`src/scaler_pkg.sv`:
```
// --------------------------------------------------
// bilinear scaler package
// image sizes, Q16 step ratios and the widths and
// types shared by the down-scaler blocks
// --------------------------------------------------
package scaler_pkg;

    // source and destination image sizes
    localparam int SRC_WIDTH  = 16;
    localparam int SRC_HEIGHT = 12;
    localparam int DST_WIDTH  = 12;
    localparam int DST_HEIGHT = 9;

    // source step per output pixel, floor(src / dst * 2^16)
    localparam logic [16:0] X_RATIO = 17'd87381;
    localparam logic [16:0] Y_RATIO = 17'd87381;

    localparam int FRAC_BITS    = 16;
    localparam int COORD_BITS   = 11;
    localparam int COL_BITS     = 4;
    localparam int NUM_BANKS    = 4;
    localparam int RING_ROWS    = 4;
    localparam int PIPE_LATENCY = 6;

    typedef logic [7:0]                      pixel_t;
    typedef logic [COORD_BITS-1:0]           coord_t;
    typedef logic [COORD_BITS+FRAC_BITS-1:0] acc_t;
    typedef logic [FRAC_BITS:0]              weight_t;
    // row bit 1 on top, column below
    typedef logic [COL_BITS:0]               bank_addr_t;

    // 1.0 in Q16
    localparam weight_t WEIGHT_ONE = weight_t'(1 << FRAC_BITS);

    // datapath widths, Q32 weights and weighted pixels
    typedef logic [2*FRAC_BITS+1:0]  wprod_t;
    typedef logic [2*FRAC_BITS+9:0]  term_t;
    typedef logic [2*FRAC_BITS+10:0] pair_sum_t;
    typedef logic [2*FRAC_BITS+11:0] sum_t;

endpackage

```
`src/pixel_writer.sv`:
```
// --------------------------------------------------
// pixel writer
// takes the raster pixel stream, writes it into the
// line banks by row parity and reports rows written
// --------------------------------------------------
`timescale 1ns/10ps

module pixel_writer
    import scaler_pkg::*;
(
    input  logic       clk_in2,
    input  logic       rst_n,
    input  logic       pix_valid,
    input  pixel_t     pix_data,
    output logic       pix_ready,
    input  coord_t     row_base,
    input  logic       frame_done,
    output logic       wr_en_even,
    output logic       wr_en_odd,
    output bank_addr_t wr_addr,
    output pixel_t     wr_data,
    output coord_t     rows_done
);

    coord_t col;
    coord_t row;
    logic   xfer;
    logic   frame_full;
    logic   ring_full;
    logic   row_last;

    // whole frame in, hold until the reader is finished with it
    assign frame_full = (row == coord_t'(SRC_HEIGHT));
    // ring holds four rows starting at row_base
    assign ring_full  = ((row - row_base) >= coord_t'(RING_ROWS));
    assign pix_ready  = !frame_full && !ring_full;
    assign xfer       = pix_valid && pix_ready;

    // raster position of the next accepted pixel
    always_ff @(posedge clk_in2)
    begin
        if (!rst_n || frame_done)
        begin
            col <= '0;
            row <= '0;
        end
        else if (xfer)
        begin
            if (col == coord_t'(SRC_WIDTH - 1))
            begin
                col <= '0;
                row <= row + 1'b1;
            end
            else
                col <= col + 1'b1;
        end
    end

    //--------------------------------------------------
    // write stage
    always_ff @(posedge clk_in2)
    begin
        if (!rst_n)
        begin
            wr_en_even <= 1'b0;
            wr_en_odd  <= 1'b0;
            row_last   <= 1'b0;
        end
        else
        begin
            wr_en_even <= xfer && !row[0];
            wr_en_odd  <= xfer && row[0];
            row_last   <= xfer && (col == coord_t'(SRC_WIDTH - 1));
        end
    end

    // ring slot from row bit 1
    always_ff @(posedge clk_in2)
    begin
        wr_addr <= {row[1], col[COL_BITS-1:0]};
        wr_data <= pix_data;
    end

    // counts up as each row's last pixel lands
    always_ff @(posedge clk_in2)
    begin
        if (!rst_n || frame_done)
            rows_done <= '0;
        else if (row_last)
            rows_done <= rows_done + 1'b1;
    end

endmodule

```
`config.mk`:
```
export PLATFORM = sky130hd
export DESIGN_NAME = pixel_writer
export DESIGN_NICKNAME = d
export VERILOG_FILES = /design/src/scaler_pkg.sv /design/src/pixel_writer.sv
export SDC_FILE = /design/constraint.sdc
export NUM_CORES = 1
export LEC_CHECK = 0
export ABC_AREA = 1
export BUFFER_PORTS_ARGS = -buffer_cell sky130_fd_sc_hd__buf_2
export CORE_ASPECT_RATIO = 1.4
export CORE_MARGIN = 10
export CORE_UTILIZATION = 56
export CTS_CLUSTER_SIZE = 28
export DETAILED_ROUTE_END_ITERATION = 10
export GPL_TIMING_DRIVEN = 0
export PLACE_DENSITY = 0.83
export SLEW_MARGIN = 5
export SYNTH_ARGS = -nofsm -noshare
export SYNTH_HDL_FRONTEND = slang
export SYNTH_SLANG_ARGS = --single-unit
```
`constraint.sdc`:
```
create_clock -name clk_in2 -period 2.5 [get_ports clk_in2]
set_input_delay 0.5 -clock clk_in2 [delete_from_list [all_inputs] [get_ports clk_in2]]
set_output_delay 0.5 -clock clk_in2 [all_outputs]
set_load 0.01 [all_outputs]
```
# Word level (Yosys, flattened, before mapping)
# Index checks and enable logic that the tools add are counted.
[classes] add_sub_neg=4 n_mul=0 div_mod_pow=0 n_lt_le_gt_ge=1 n_eq_ne=2 shifts=0 n_mux=1 bitwise=0 n_reduce_logical=11
[op_table] op="11-bit by 1-bit adder with 11-bit output, second input constant" count=3
[op_table] op="11-bit by 4-bit == test with 1-bit output, second input constant" count=2
[op_table] op="11-bit by 3-bit >= comparator with 1-bit output, second input constant" count=1
[op_table] op="11-bit two-way mux" count=1
[op_table] op="11-bit subtractor" count=1
[op_table] op="1-bit logical AND" count=5
[op_table] op="1-bit logical NOT" count=4
[op_table] op="2-bit AND reduction" count=1
[op_table] op="1-bit logical OR" count=1
[word_totals] ff_bits=49 latchBits=0 ram_bits=0 rom_bits=0 inputBits=23 output_inout_bits=27 elab_cells=27 memories=0

# Logic depth before layout (Yosys ltp)
# Gate-level depths: netlist of run 1.
[logic_depth] depth_word=6 mapped_depth=18 mapped_depth_nobuf=18

# Least setup slack after synthesis of run 1
# No wires, ideal clock.
[synth_path] path_type="in2out" startpoint="input port row_base[5]" endpoint="output port pix_ready" arrival_ns=1.827 required_ns=2.000 slack_ns=0.173 path_stages=12 path_buffers=1 cell_sequence="inv_1 -> ha_1 -> nand2_1 -> inv_1 -> a21oi_1 -> nand2_1 -> nand2_1 -> nand3b_1 -> nand2_1 -> nand2_1 -> nor2_4 -> buf_6"
[synth_via] elab_chain_cells=4
[synth_lines] element="start, declared" line_no="pixel_writer.sv:16" text="input coord_t row_base,"
[synth_lines] element="11-bit subtractor" line_no="pixel_writer.sv:35" text="assign ring_full = ((row - row_base) >= coord_t'(RING_ROWS));"
[synth_lines] element="11-bit by 3-bit >= comparator with 1-bit output" line_no="pixel_writer.sv:35"
[synth_lines] element="1-bit logical NOT" line_no="pixel_writer.sv:36" text="assign pix_ready = !frame_full && !ring_full;"
[synth_lines] element="1-bit logical AND" line_no="pixel_writer.sv:36"
[synth_lines] element="end, declared" line_no="pixel_writer.sv:15" text="output logic pix_ready,"
# Every way passes these cells.

# Final worst setup path of run 1
[layout_path] startpoint="register row[1]" endpoint="output port pix_ready"
[layout_via] elab_chain_cells=4 word_cells_on_any_way=6 classes_between="1 x add/sub; 1 x order compare; 1 x eq/ne; 3 x reduce/logical"
[layout_lines] element="start, declared" line_no="pixel_writer.sv:26" text="coord_t row;"
[layout_lines] element="start signal, assigned" line_no="pixel_writer.sv:52" text="row <= row + 1'b1;"
[layout_lines] element="11-bit subtractor" line_no="pixel_writer.sv:35"
[layout_lines] element="11-bit by 3-bit >= comparator with 1-bit output" line_no="pixel_writer.sv:35"
[layout_lines] element="1-bit logical NOT" line_no="pixel_writer.sv:36"
[layout_lines] element="1-bit logical AND (*)" line_no="pixel_writer.sv:36"
# Every way passes the cells marked *; elsewhere a longest branch is shown, timed or not.

==> impl_metrics.json, run 1 <==
{
  "outcome": "complete, but fails checks",
  "violations": "negative setup slack",
  "path_class": "flop to output port",
  "hold_viol_final": 0,
  "worst_slew_pin_slew_ps": 671,
  "synth_largest_area_cell": "dfxtp_1",
  "p_seq_frac": 0.550,
  "drt_iter0_markers": 90,
  "io_buffer_count": 49,
  "hold_path_depth": 1,
  "synthArstFlopShare": 0,
  "min-delay-start": "pix_data[7]",
  "timing.final.crit_share": 1.01,
  "syn-num-nets": 443,
  "hp-class": "input pin to flop",
  "wirelength_um": 7290,
  "wire_per_inst_um": 13.5,
  "post-route-min-period_ps": 2520,
  "p_leak_nw": 1.56,
  "io_pins": 50,
  "yosysSeqAreaShare": 0.354,
  "row_count": 30,
  "cts_tree": "built",
  "ctsHoldBuffers": 0,
  "pre_cts_ws_ps": -314,
  "yosysMostFrequentCell": "nand2_1",
  "p_int_mw": 1.08,
  "viasPerCell": 5.24,
  "ir_drop_mv": 0.425,
  "synth.top_cell.area_share": 0.354,
  "clk_transition_reported_paths_ps": 90,
  "crit_path_end_kind": "output port",
  "crit_start": "row[1]$_SDFFE_PP0P_",
  "grt_pass1_vias": 2790,
  "required_ps": 2000,
  "fin_nets": 512,
  "fillers": 383,
  "cts_buffers": 5,
  "cp_max_fo": 3,
  "gp_congestion": 0.886,
  "synth.area.top_cells": "dfxtp_1 (35%), nand2_1 (14%), inv_1 (8.4%), ha_1 (6.3%), a21oi_1 (6.1%)",
  "r2r_cells": 16,
  "p_sw_uw": 336,
  "grt_pass1_wl_um": 11600,
  "p_per_area_nw_per_um2": 401,
  "die_h_um": 103,
  "synth_edf_count": 0,
  "drc": 0,
  "regToRegStartpoint": "row[1]$_SDFFE_PP0P_",
  "setup_tns_ps": -15.4,
  "ys_warn_count": 0,
  "postLayoutCoreUtil": 0.736,
  "hpwlAfterDp_um": 5240,
  "postRouteAntennaNets": 0,
  "dr.pass1.iters": 4,
  "finalMaxSlewViolations": 0,
  "cts_root_buffer": "clkbuf_8",
  "drive_above_1_share": 0.279,
  "drv_cap": 0,
  "switching_share": 0.237,
  "grt_util_all_layers": 0.171,
  "synthCells": 406,
  "setup_ws_ps": -15.4,
  "gr-total-overflow": 0,
  "startpoint_type": "flop",
  "cts.sinks": 49,
  "synthTopCellsByCount": "nand2_1 (102), inv_1 (62), dfxtp_1 (49)",
  "p_comb_frac": 0.094,
  "syn_area_um2": 2770,
  "timing.slew.headroom": 0.551,
  "cts_max_path_buffers": 2,
  "h-tree-depth": 2,
  "post_synth_num_cell_types": 25,
  "rsz0062_at_grt": "true",
  "area_growth_pct": 27.7,
  "vias": 2832,
  "cp.arrival_ps": 2020,
  "synth-main-ff-cell": "dfxtp_1",
  "timing.hold.ws_ps": 294,
  "die_area_um2": 8200,
  "die_w_um": 79.5,
  "synth-seq-cells": 49,
  "finalSetupViolations": 1,
  "clock_latency_ps": 310,
  "diodes": 0,
  "grt_max_degree": 15,
  "clkPwrFrac": 0.356,
  "syn_area_per_cell_um2": 6.83,
  "start_util": 0.577,
  "antenna_found_initial": 0,
  "max_freq_ghz": 0.398,
  "core-area_um2": 4800,
  "skew_ps": 10.1
}
## layout by cell type, fill, tap and decap left out, drive strengths merged, types with 13 or more instances in the layout
| master | netlist | routed |
|---|---|---|
| a21oi | 34 | 34 |
| buf | 7 | 69 |
| xor2 | 13 | 13 |
| nand2 | 103 | 103 |
| nand3 | 30 | 30 |
| nand4 | 15 | 15 |
| inv | 62 | 62 |
| ha | 14 | 14 |
| nor2 | 41 | 41 |
| dfxtp | 49 | 49 |
## layer usage
layer  up-vias  part of all wire  global-route usage
met5         -                 0                   0
met4         0             0.035              0.0830
met3        20             0.052              0.0372
met2        80              0.54               0.329
met1      1292              0.38               0.166
li1       1440                 -                   -
## power groups by stage
| stage | Clock (mW) | Sequential, mW | Combinational (mW) |
|---|---|---|---|
| finish | 0.505 | 0.780 | 0.133 |
| global placement | 0 | 0.806 | 0.0992 |
| CTS | 0.514 | 0.784 | 0.119 |
| floorplan | 0 | 0.810 | 0.0570 |
| global route | 0.542 | 0.781 | 0.146 |
| detailed placement | 0 | 0.806 | 0.101 |
## layout make-up
cell class | count | area (µm²) | share of cell area
clock buffers | 7 | 96.3 | 0.0272
multi-input cells | 286 | 1700 | 0.481
repair buffers | 63 | 357 | 0.101
plain buffers | 8 | 52.6 | 0.0149
well taps | 64 | 80.1 | 0.0226
flip-flops and latches | 49 | 1010 | 0.285
inverters | 62 | 235 | 0.0665
clock inverters | 1 | 5.00 | 0.00141
## logic make-up (layout without fill, tap and decap cells)
kind of cell | Yosys count | after routing | share of synthesized area
AO/OA/AOI/OAI | 41 | 41 | 0.0758
XOR/XNOR | 18 | 18 | 0.0569
adder cells (fa/ha/maj) | 14 | 14 | 0.0632
buffers and inverters | 71 | 141 | 0.107
flip-flops | 49 | 49 | 0.354
AND/OR/NAND/NOR | 213 | 213 | 0.343
## sequential cells by signal, indices dropped and copies added (netlist names)
signal,flops
col,11
row,11
row_last,1
rows_done,11
wr_addr,5
wr_data,8
wr_en_even,1
wr_en_odd,1
## critical path: stages, from the launching register on
cell     delay, ps
dfxtp_4        370
ha_4           280
nand2_4         70
nand2_4        100
nand2_1         70
nand2_2         80
nand2_1         50
nor2_1          90
nand2_1        110
nor2_2         130
nand3_2         90
nor2_4         150
buf_6          120
## through the flow
step           instance area [µm²]  power (mW)  std cells
4_1_cts                       3420        1.42        535
2_1_floorplan                 2770       0.867        406
3_5_place_dp                  3100       0.908        519
6_report                      3540        1.42        540
5_1_grt                       3540        1.47        540
3_3_place_gp                  3100       0.905        519
## final timing paths
path / slack [ps] / to
hold reg to reg: 380 / wr_addr[1]$_DFF_P_
hold / removal: 290 / wr_data[7]$_DFF_P_
setup reg to reg: 170 / row[2]$_SDFFE_PP0P_
setup / recovery: -20 / pix_ready
## timing repair
| item | CTS | global route |
|---|---|---|
| pin swaps | 11 | 15 |
| cloned | 0 | 0 |
| setup endpoints to repair | 1 | 1 |
| gates resized for setup | 33 | 32 |
| setup buffers | 8 | 6 |
No activity file was read; power rests on OpenSTA's default activity.
==> run 2: changes to the inputs <==
--- a/config.mk
+++ b/config.mk
@@ -7,13 +7,14 @@
 export LEC_CHECK = 0
 export ABC_AREA = 1
 export BUFFER_PORTS_ARGS = -buffer_cell sky130_fd_sc_hd__buf_2
+export CELL_PAD_IN_SITES_DETAIL_PLACEMENT = 1
+export CELL_PAD_IN_SITES_GLOBAL_PLACEMENT = 2
 export CORE_ASPECT_RATIO = 1.4
 export CORE_MARGIN = 10
-export CORE_UTILIZATION = 56
+export CORE_UTILIZATION = 30
 export CTS_CLUSTER_SIZE = 28
 export DETAILED_ROUTE_END_ITERATION = 10
-export GPL_TIMING_DRIVEN = 0
-export PLACE_DENSITY = 0.83
+export PLACE_DENSITY = 0.81
 export SLEW_MARGIN = 5
 export SYNTH_ARGS = -nofsm -noshare
 export SYNTH_HDL_FRONTEND = slang
==> run 2 against run 1 <==
  * The run now ends clean
  * Setup slack better by 68 ps
  * Clock skew shrank 3.2 ps
  * Clock-buffer cell count decreased by 2
  * Worst hold slack better by 11 ps
  * Sequential share of layout area shrank 1.8 points
  * Flip-flop and latch count stayed put
  * Fmax increased by 2.8%
  * Sequential power is 0.5% higher
  * Combinational power increased by 9.8%
  * Routed wire length is 16% higher
  * Critical path type unchanged
  * Critical endpoint unchanged
  * Largest power group is now the clock network
  * Highest routed layer unchanged
==> impl_metrics.json, run 2 (same netlist as run 1, synthesis figures left out) <==
{
  "grt_max_degree": 25,
  "pre_cts_ws_ps": -213,
  "h-tree-depth": 2,
  "fin_total_pwr_mw": 1.81,
  "die_h_um": 134,
  "gp_congestion": 0.794,
  "regToRegStartpoint": "row[0]$_SDFFE_PP0P_",
  "die_w_um": 101,
  "skew_ps": 6.89,
  "path_buf_inv": 3,
  "min_to": "wr_data[3]$_DFF_P_",
  "slowest_delay_ps": 360,
  "clock_latency_ps": 290,
  "reg_top3": "col: 11 flops, row: 11 flops, rows_done: 11 flops",
  "required_ps": 2000,
  "startpoint_type": "flop",
  "postRouteAntennaNets": 0,
  "setup_ws_ps": 52.3,
  "cts.sinks": 49,
  "cp_cell_sequence": "inv_4, ha_2, inv_2, nand2_4, nand2_4, nand2_2, nand2_2, nand2_1, nor2_1, nand2_1, nor2_1, nand3_2, nor2_4, buf_6",
  "worst_slew_pin_slew_ps": 507,
  "final_common_cell": "nand2_1",
  "hold_path_depth": 1,
  "vias": 2857,
  "timing.slew.headroom": 0.659,
  "hpwlAfterDp_um": 6660,
  "wire_per_inst_um": 14.4,
  "outcome": "finished clean",
  "drt_iter0_markers": 122,
  "io_pins": 50,
  "antenna_found_initial": 0,
  "post-route-min-period_ps": 2450,
  "wirelength_um": 8470,
  "fin_nets": 518,
  "io_buffer_count": 49,
  "fillers": 1147,
  "r2r_slack_ps": 180,
  "hold_viol_final": 0,
  "timing.final.crit_share": 0.979,
  "area_growth_pct": 35.1,
  "final_cell_mix": "nand2_1 (84), inv_1 (53), buf_2 (48), dfxtp_1 (40), nor2_1 (38)",
  "cp.arrival_ps": 1950,
  "r2r_end": "col[1]$_SDFFE_PP0P_",
  "cts_root_buffer": "clkbuf_16",
  "cp_slowest_cell": "dfxtp_2",
  "r2r_cells": 18,
  "gr-total-overflow": 0,
  "row_count": 41,
  "hp-class": "input pin to flop",
  "cts_tree": "built",
  "cts_buffers": 5,
  "min-delay-start": "pix_data[3]",
  "cts_max_path_buffers": 2,
  "start_util": 0.307,
  "critPathTopFamily": "simple AND/OR/NAND/NOR gates",
  "cp_max_fo": 4,
  "postLayoutCoreUtil": 0.415,
  "grt_pass1_vias": 3098,
  "drv_cap": 0,
  "p_per_area_nw_per_um2": 484,
  "core-area_um2": 9030,
  "grt_util_all_layers": 0.128,
  "crit_path_end_kind": "output port",
  "dr.pass1.iters": 4,
  "clk_transition_reported_paths_ps": 70,
  "finalMaxSlewViolations": 0,
  "path_class": "flop to output port",
  "max_freq_ghz": 0.409,
  "drc": 0,
  "rsz0062_at_grt": "true",
  "finalSetupViolations": 0,
  "ir_drop_mv": 0.617,
  "p_leak_nw": 1.65,
  "die_area_um2": 13500,
  "diodes": 0,
  "drive_above_1_share": 0.301,
  "grt_pass1_wl_um": 14300,
  "viasPerCell": 4.85
}
-- run 2: worst max path at each step --
stage | cells past startpoint | end | startpoint | slack (ps)
6_report | 14 | pix_ready | row[0]$_SDFFE_PP0P_ | 50
5_1_grt | 14 | pix_ready | row[0]$_SDFFE_PP0P_ | -60
4_1_cts | 12 | pix_ready | row[1]$_SDFFE_PP0P_ | 0.2
3_5_place_dp | 13 | pix_ready | row_base[4] | -210
3_3_place_gp | 14 | pix_ready | row_base[4] | -220
2_1_floorplan | 12 | pix_ready | row_base[5] | 170
-- run 2: what timing repair did --
| item | 4_1_cts | 5_1_grt |
|---|---|---|
| endpoints found under the setup margin | 1 | 5 |
| hold buffers | 0 | 0 |
| pin swaps | 4 | 19 |
| hold endpoints to repair | 0 | 0 |
| setup buffers | 1 | 4 |
| gates resized for setup | 20 | 48 |
-- run 2: power by group --
group	switching [mW]	internal, mW
logic	0.0839	0.0623
clock network	0.305	0.577
registers	0.00155	0.783
total	0.391	1.42
-- run 2: per-stage QoR --
stage | setup TNS, ps | std cells | area (µm²) | hold WS (ps)
after floorplan | 0 | 406 | 2770 | 355
after global placement | -2520 | 576 | 3260 | 371
after detailed placement | -2510 | 576 | 3260 | 377
after CTS | 0 | 585 | 3560 | 293
after global routing | -66.1 | 589 | 3740 | 293
final | 0 | 589 | 3740 | 305
-- run 2: routing by layer --
layer  GRT usage  share of wire
met5           0              0
met4      0.0474          0.020
met3      0.0347          0.042
met2       0.240           0.55
met1       0.127           0.39
-- run 2: layout make-up --
class	count	area (µm²)	area share
clock buffer	5	125	0.0334
sequential	49	1000	0.268
multi-input combinational	286	1720	0.458
timing repair buffer	77	462	0.123
clock inverter	3	68.8	0.0184
tap	107	134	0.0357
inverter	62	238	0.0635
==> run 3: changes to the inputs <==
==> constraint.sdc (replaced) <==
create_clock -name clk_in2 -period 2.5 [get_ports clk_in2]
set_input_delay 0.5 -clock clk_in2 [delete_from_list [all_inputs] [get_ports clk_in2]]
set_output_delay 0.5 -clock clk_in2 [all_outputs]
set_load 0.05 [all_outputs]
==> run 3 against run 2 <==
  * Clock-buffer cell count increased by 1
  * Critical path depth is 3 lower
  * Register-to-register slack improved by 90 ps
  * Largest power group is now registers
  * Routed wire length decreased by 3.3%
  * Combinational power increased by 14%
  * Non-clock buffer count is 3 higher
  * First-iteration DRC count decreased by 48%
  * Die area unchanged
  * Worst hold slack improved by 2.2 ps
  * Sequential share of layout area is 0.18 points lower
==> impl_metrics.json, run 3 (same netlist as run 1, synthesis figures left out) <==
{
  "die_area_um2": 13500,
  "ctsHoldBuffers": 0,
  "dr.pass1.iters": 4,
  "cp_slowest_cell": "dfxtp_4",
  "rsz0062_at_grt": "true",
  "final_cells": 593,
  "final_common_cell": "nand2_1",
  "cts_max_path_buffers": 2,
  "cts_buffers": 5,
  "ir_drop_mv": 0.504,
  "post_dp_cell_area_um2": 3270,
  "worst_slew_pin_slew_ps": 471,
  "post-route-min-period_ps": 2440,
  "die_h_um": 134,
  "required_ps": 2000,
  "p_per_area_nw_per_um2": 438,
  "critPathTopFamily": "simple AND/OR/NAND/NOR gates",
  "clock_latency_ps": 290,
  "grt_pass1_vias": 3074,
  "cts.sinks": 49,
  "grt_util_all_layers": 0.126,
  "path_buf_inv": 1,
  "h-tree-depth": 2,
  "final_cell_mix": "nand2_1 (84), inv_1 (53), buf_2 (48), dfxtp_1 (40), nor2_1 (37)",
  "finalSetupViolations": 0,
  "clk_transition_reported_paths_ps": 70,
  "fin_nets": 521,
  "drt_iter0_markers": 64,
  "fillers": 1142,
  "cts_tree": "built",
  "grt_pass1_wl_um": 14100,
  "reg_top3": "col: 11 flops, row: 11 flops, rows_done: 11 flops",
  "drive_above_1_share": 0.311,
  "cp.arrival_ps": 1940,
  "multiInputGateArea_um2": 1740,
  "timing.slew.headroom": 0.686,
  "finalMaxSlewViolations": 0,
  "grt_max_degree": 25,
  "final-seq-area_um2": 997,
  "p_leak_nw": 1.65,
  "outcome": "finished clean",
  "die_w_um": 101,
  "area_growth_pct": 35.3,
  "gr-total-overflow": 0,
  "drc": 0,
  "postRouteAntennaNets": 0,
  "skew_ps": 7.18,
  "drv_cap": 0,
  "start_util": 0.307,
  "cp_max_fo": 4,
  "io_pins": 50,
  "hpwlAfterDp_um": 6400,
  "path_class": "flop to output port",
  "core-area_um2": 9030,
  "gp_congestion": 0.801,
  "timing.final.crit_share": 0.974,
  "final_area_um2": 3750,
  "hold_viol_final": 0,
  "crit_path_end_kind": "output port",
  "postLayoutCoreUtil": 0.415,
  "viasPerCell": 4.81,
  "row_count": 41,
  "startpoint_type": "flop",
  "dp.cells": 577,
  "cp_cell_sequence": "ha_4, nand2_4, nand2_4, a21oi_4, nand3b_1, nand2_1, nand2_1, nor2_1, nand2_2, nor2_4, buf_8",
  "slowest_delay_ps": 360,
  "wire_per_inst_um": 13.8,
  "max_freq_ghz": 0.411,
  "cts_root_buffer": "clkbuf_16",
  "io_buffer_count": 49,
  "vias": 2852,
  "antenna_found_initial": 0,
  "wirelength_um": 8190,
  "hp-class": "input pin to flop"
}
-- run 3: changes by cell type in the layout (fill, tap and decap cells not counted), sizes merged --
cell and change:
buf +3, bufinv -2, clkinv +2, clkbuf +1
diode +1, inv -1
-- run 3: power by group --
part           switching [mW]  internal, mW  total, mW
Sequential            0.00143         0.785      0.786
Combinational           0.105        0.0622      0.167
Clock                   0.293         0.398      0.691
Total                   0.399          1.25       1.64
-- run 3: what timing repair did --
item	CTS	global route
pin swaps	8	24
setup buffers	3	4
endpoints found under the setup margin	1	2
resized for setup	32	42
-- run 3: worst paths after layout --
check	startpoint	to	slack, ps	cells after the start
worst min register to register	col[1]$_SDFFE_PP0P_	wr_addr[1]$_DFF_P_	380	0
worst max register to register	row[3]$_SDFFE_PP0P_	col[1]$_SDFFE_PP0P_	270	15
worst max-delay path	row[3]$_SDFFE_PP0P_	pix_ready	60	11
worst min-delay path	pix_data[0]	wr_data[0]$_DFF_P_	310	1
-- run 3: area by class of cell --
class / instances / area share
multi-input cells: 286 / 0.463
flip-flops and latches: 49 / 0.266
repair buffers: 80 / 0.130
inverters: 62 / 0.0640
clock buffers: 6 / 0.0370
well taps: 107 / 0.0357
clock inverters: 2 / 0.00367
diodes: 1 / 0.000667
-- run 3: per-layer routing --
layer / routed length [µm] / track usage
met1: 3080 / 0.124
met5: 0 / 0
met4: 142 / 0.0450
met3: 318 / 0.0295
met2: 4660 / 0.243
-- run 3: metrics by stage --
stage	setup TNS (ps)	total power, mW	setup slack [ps]	hold slack [ps]
floorplan	0	0.888	118	355
global placement	-2330	0.942	-204	368
detailed placement	-2860	0.945	-212	371
CTS	0	1.66	4.67	297
global route	-74.9	1.72	-74.9	295
finish	0	1.64	64.1	307
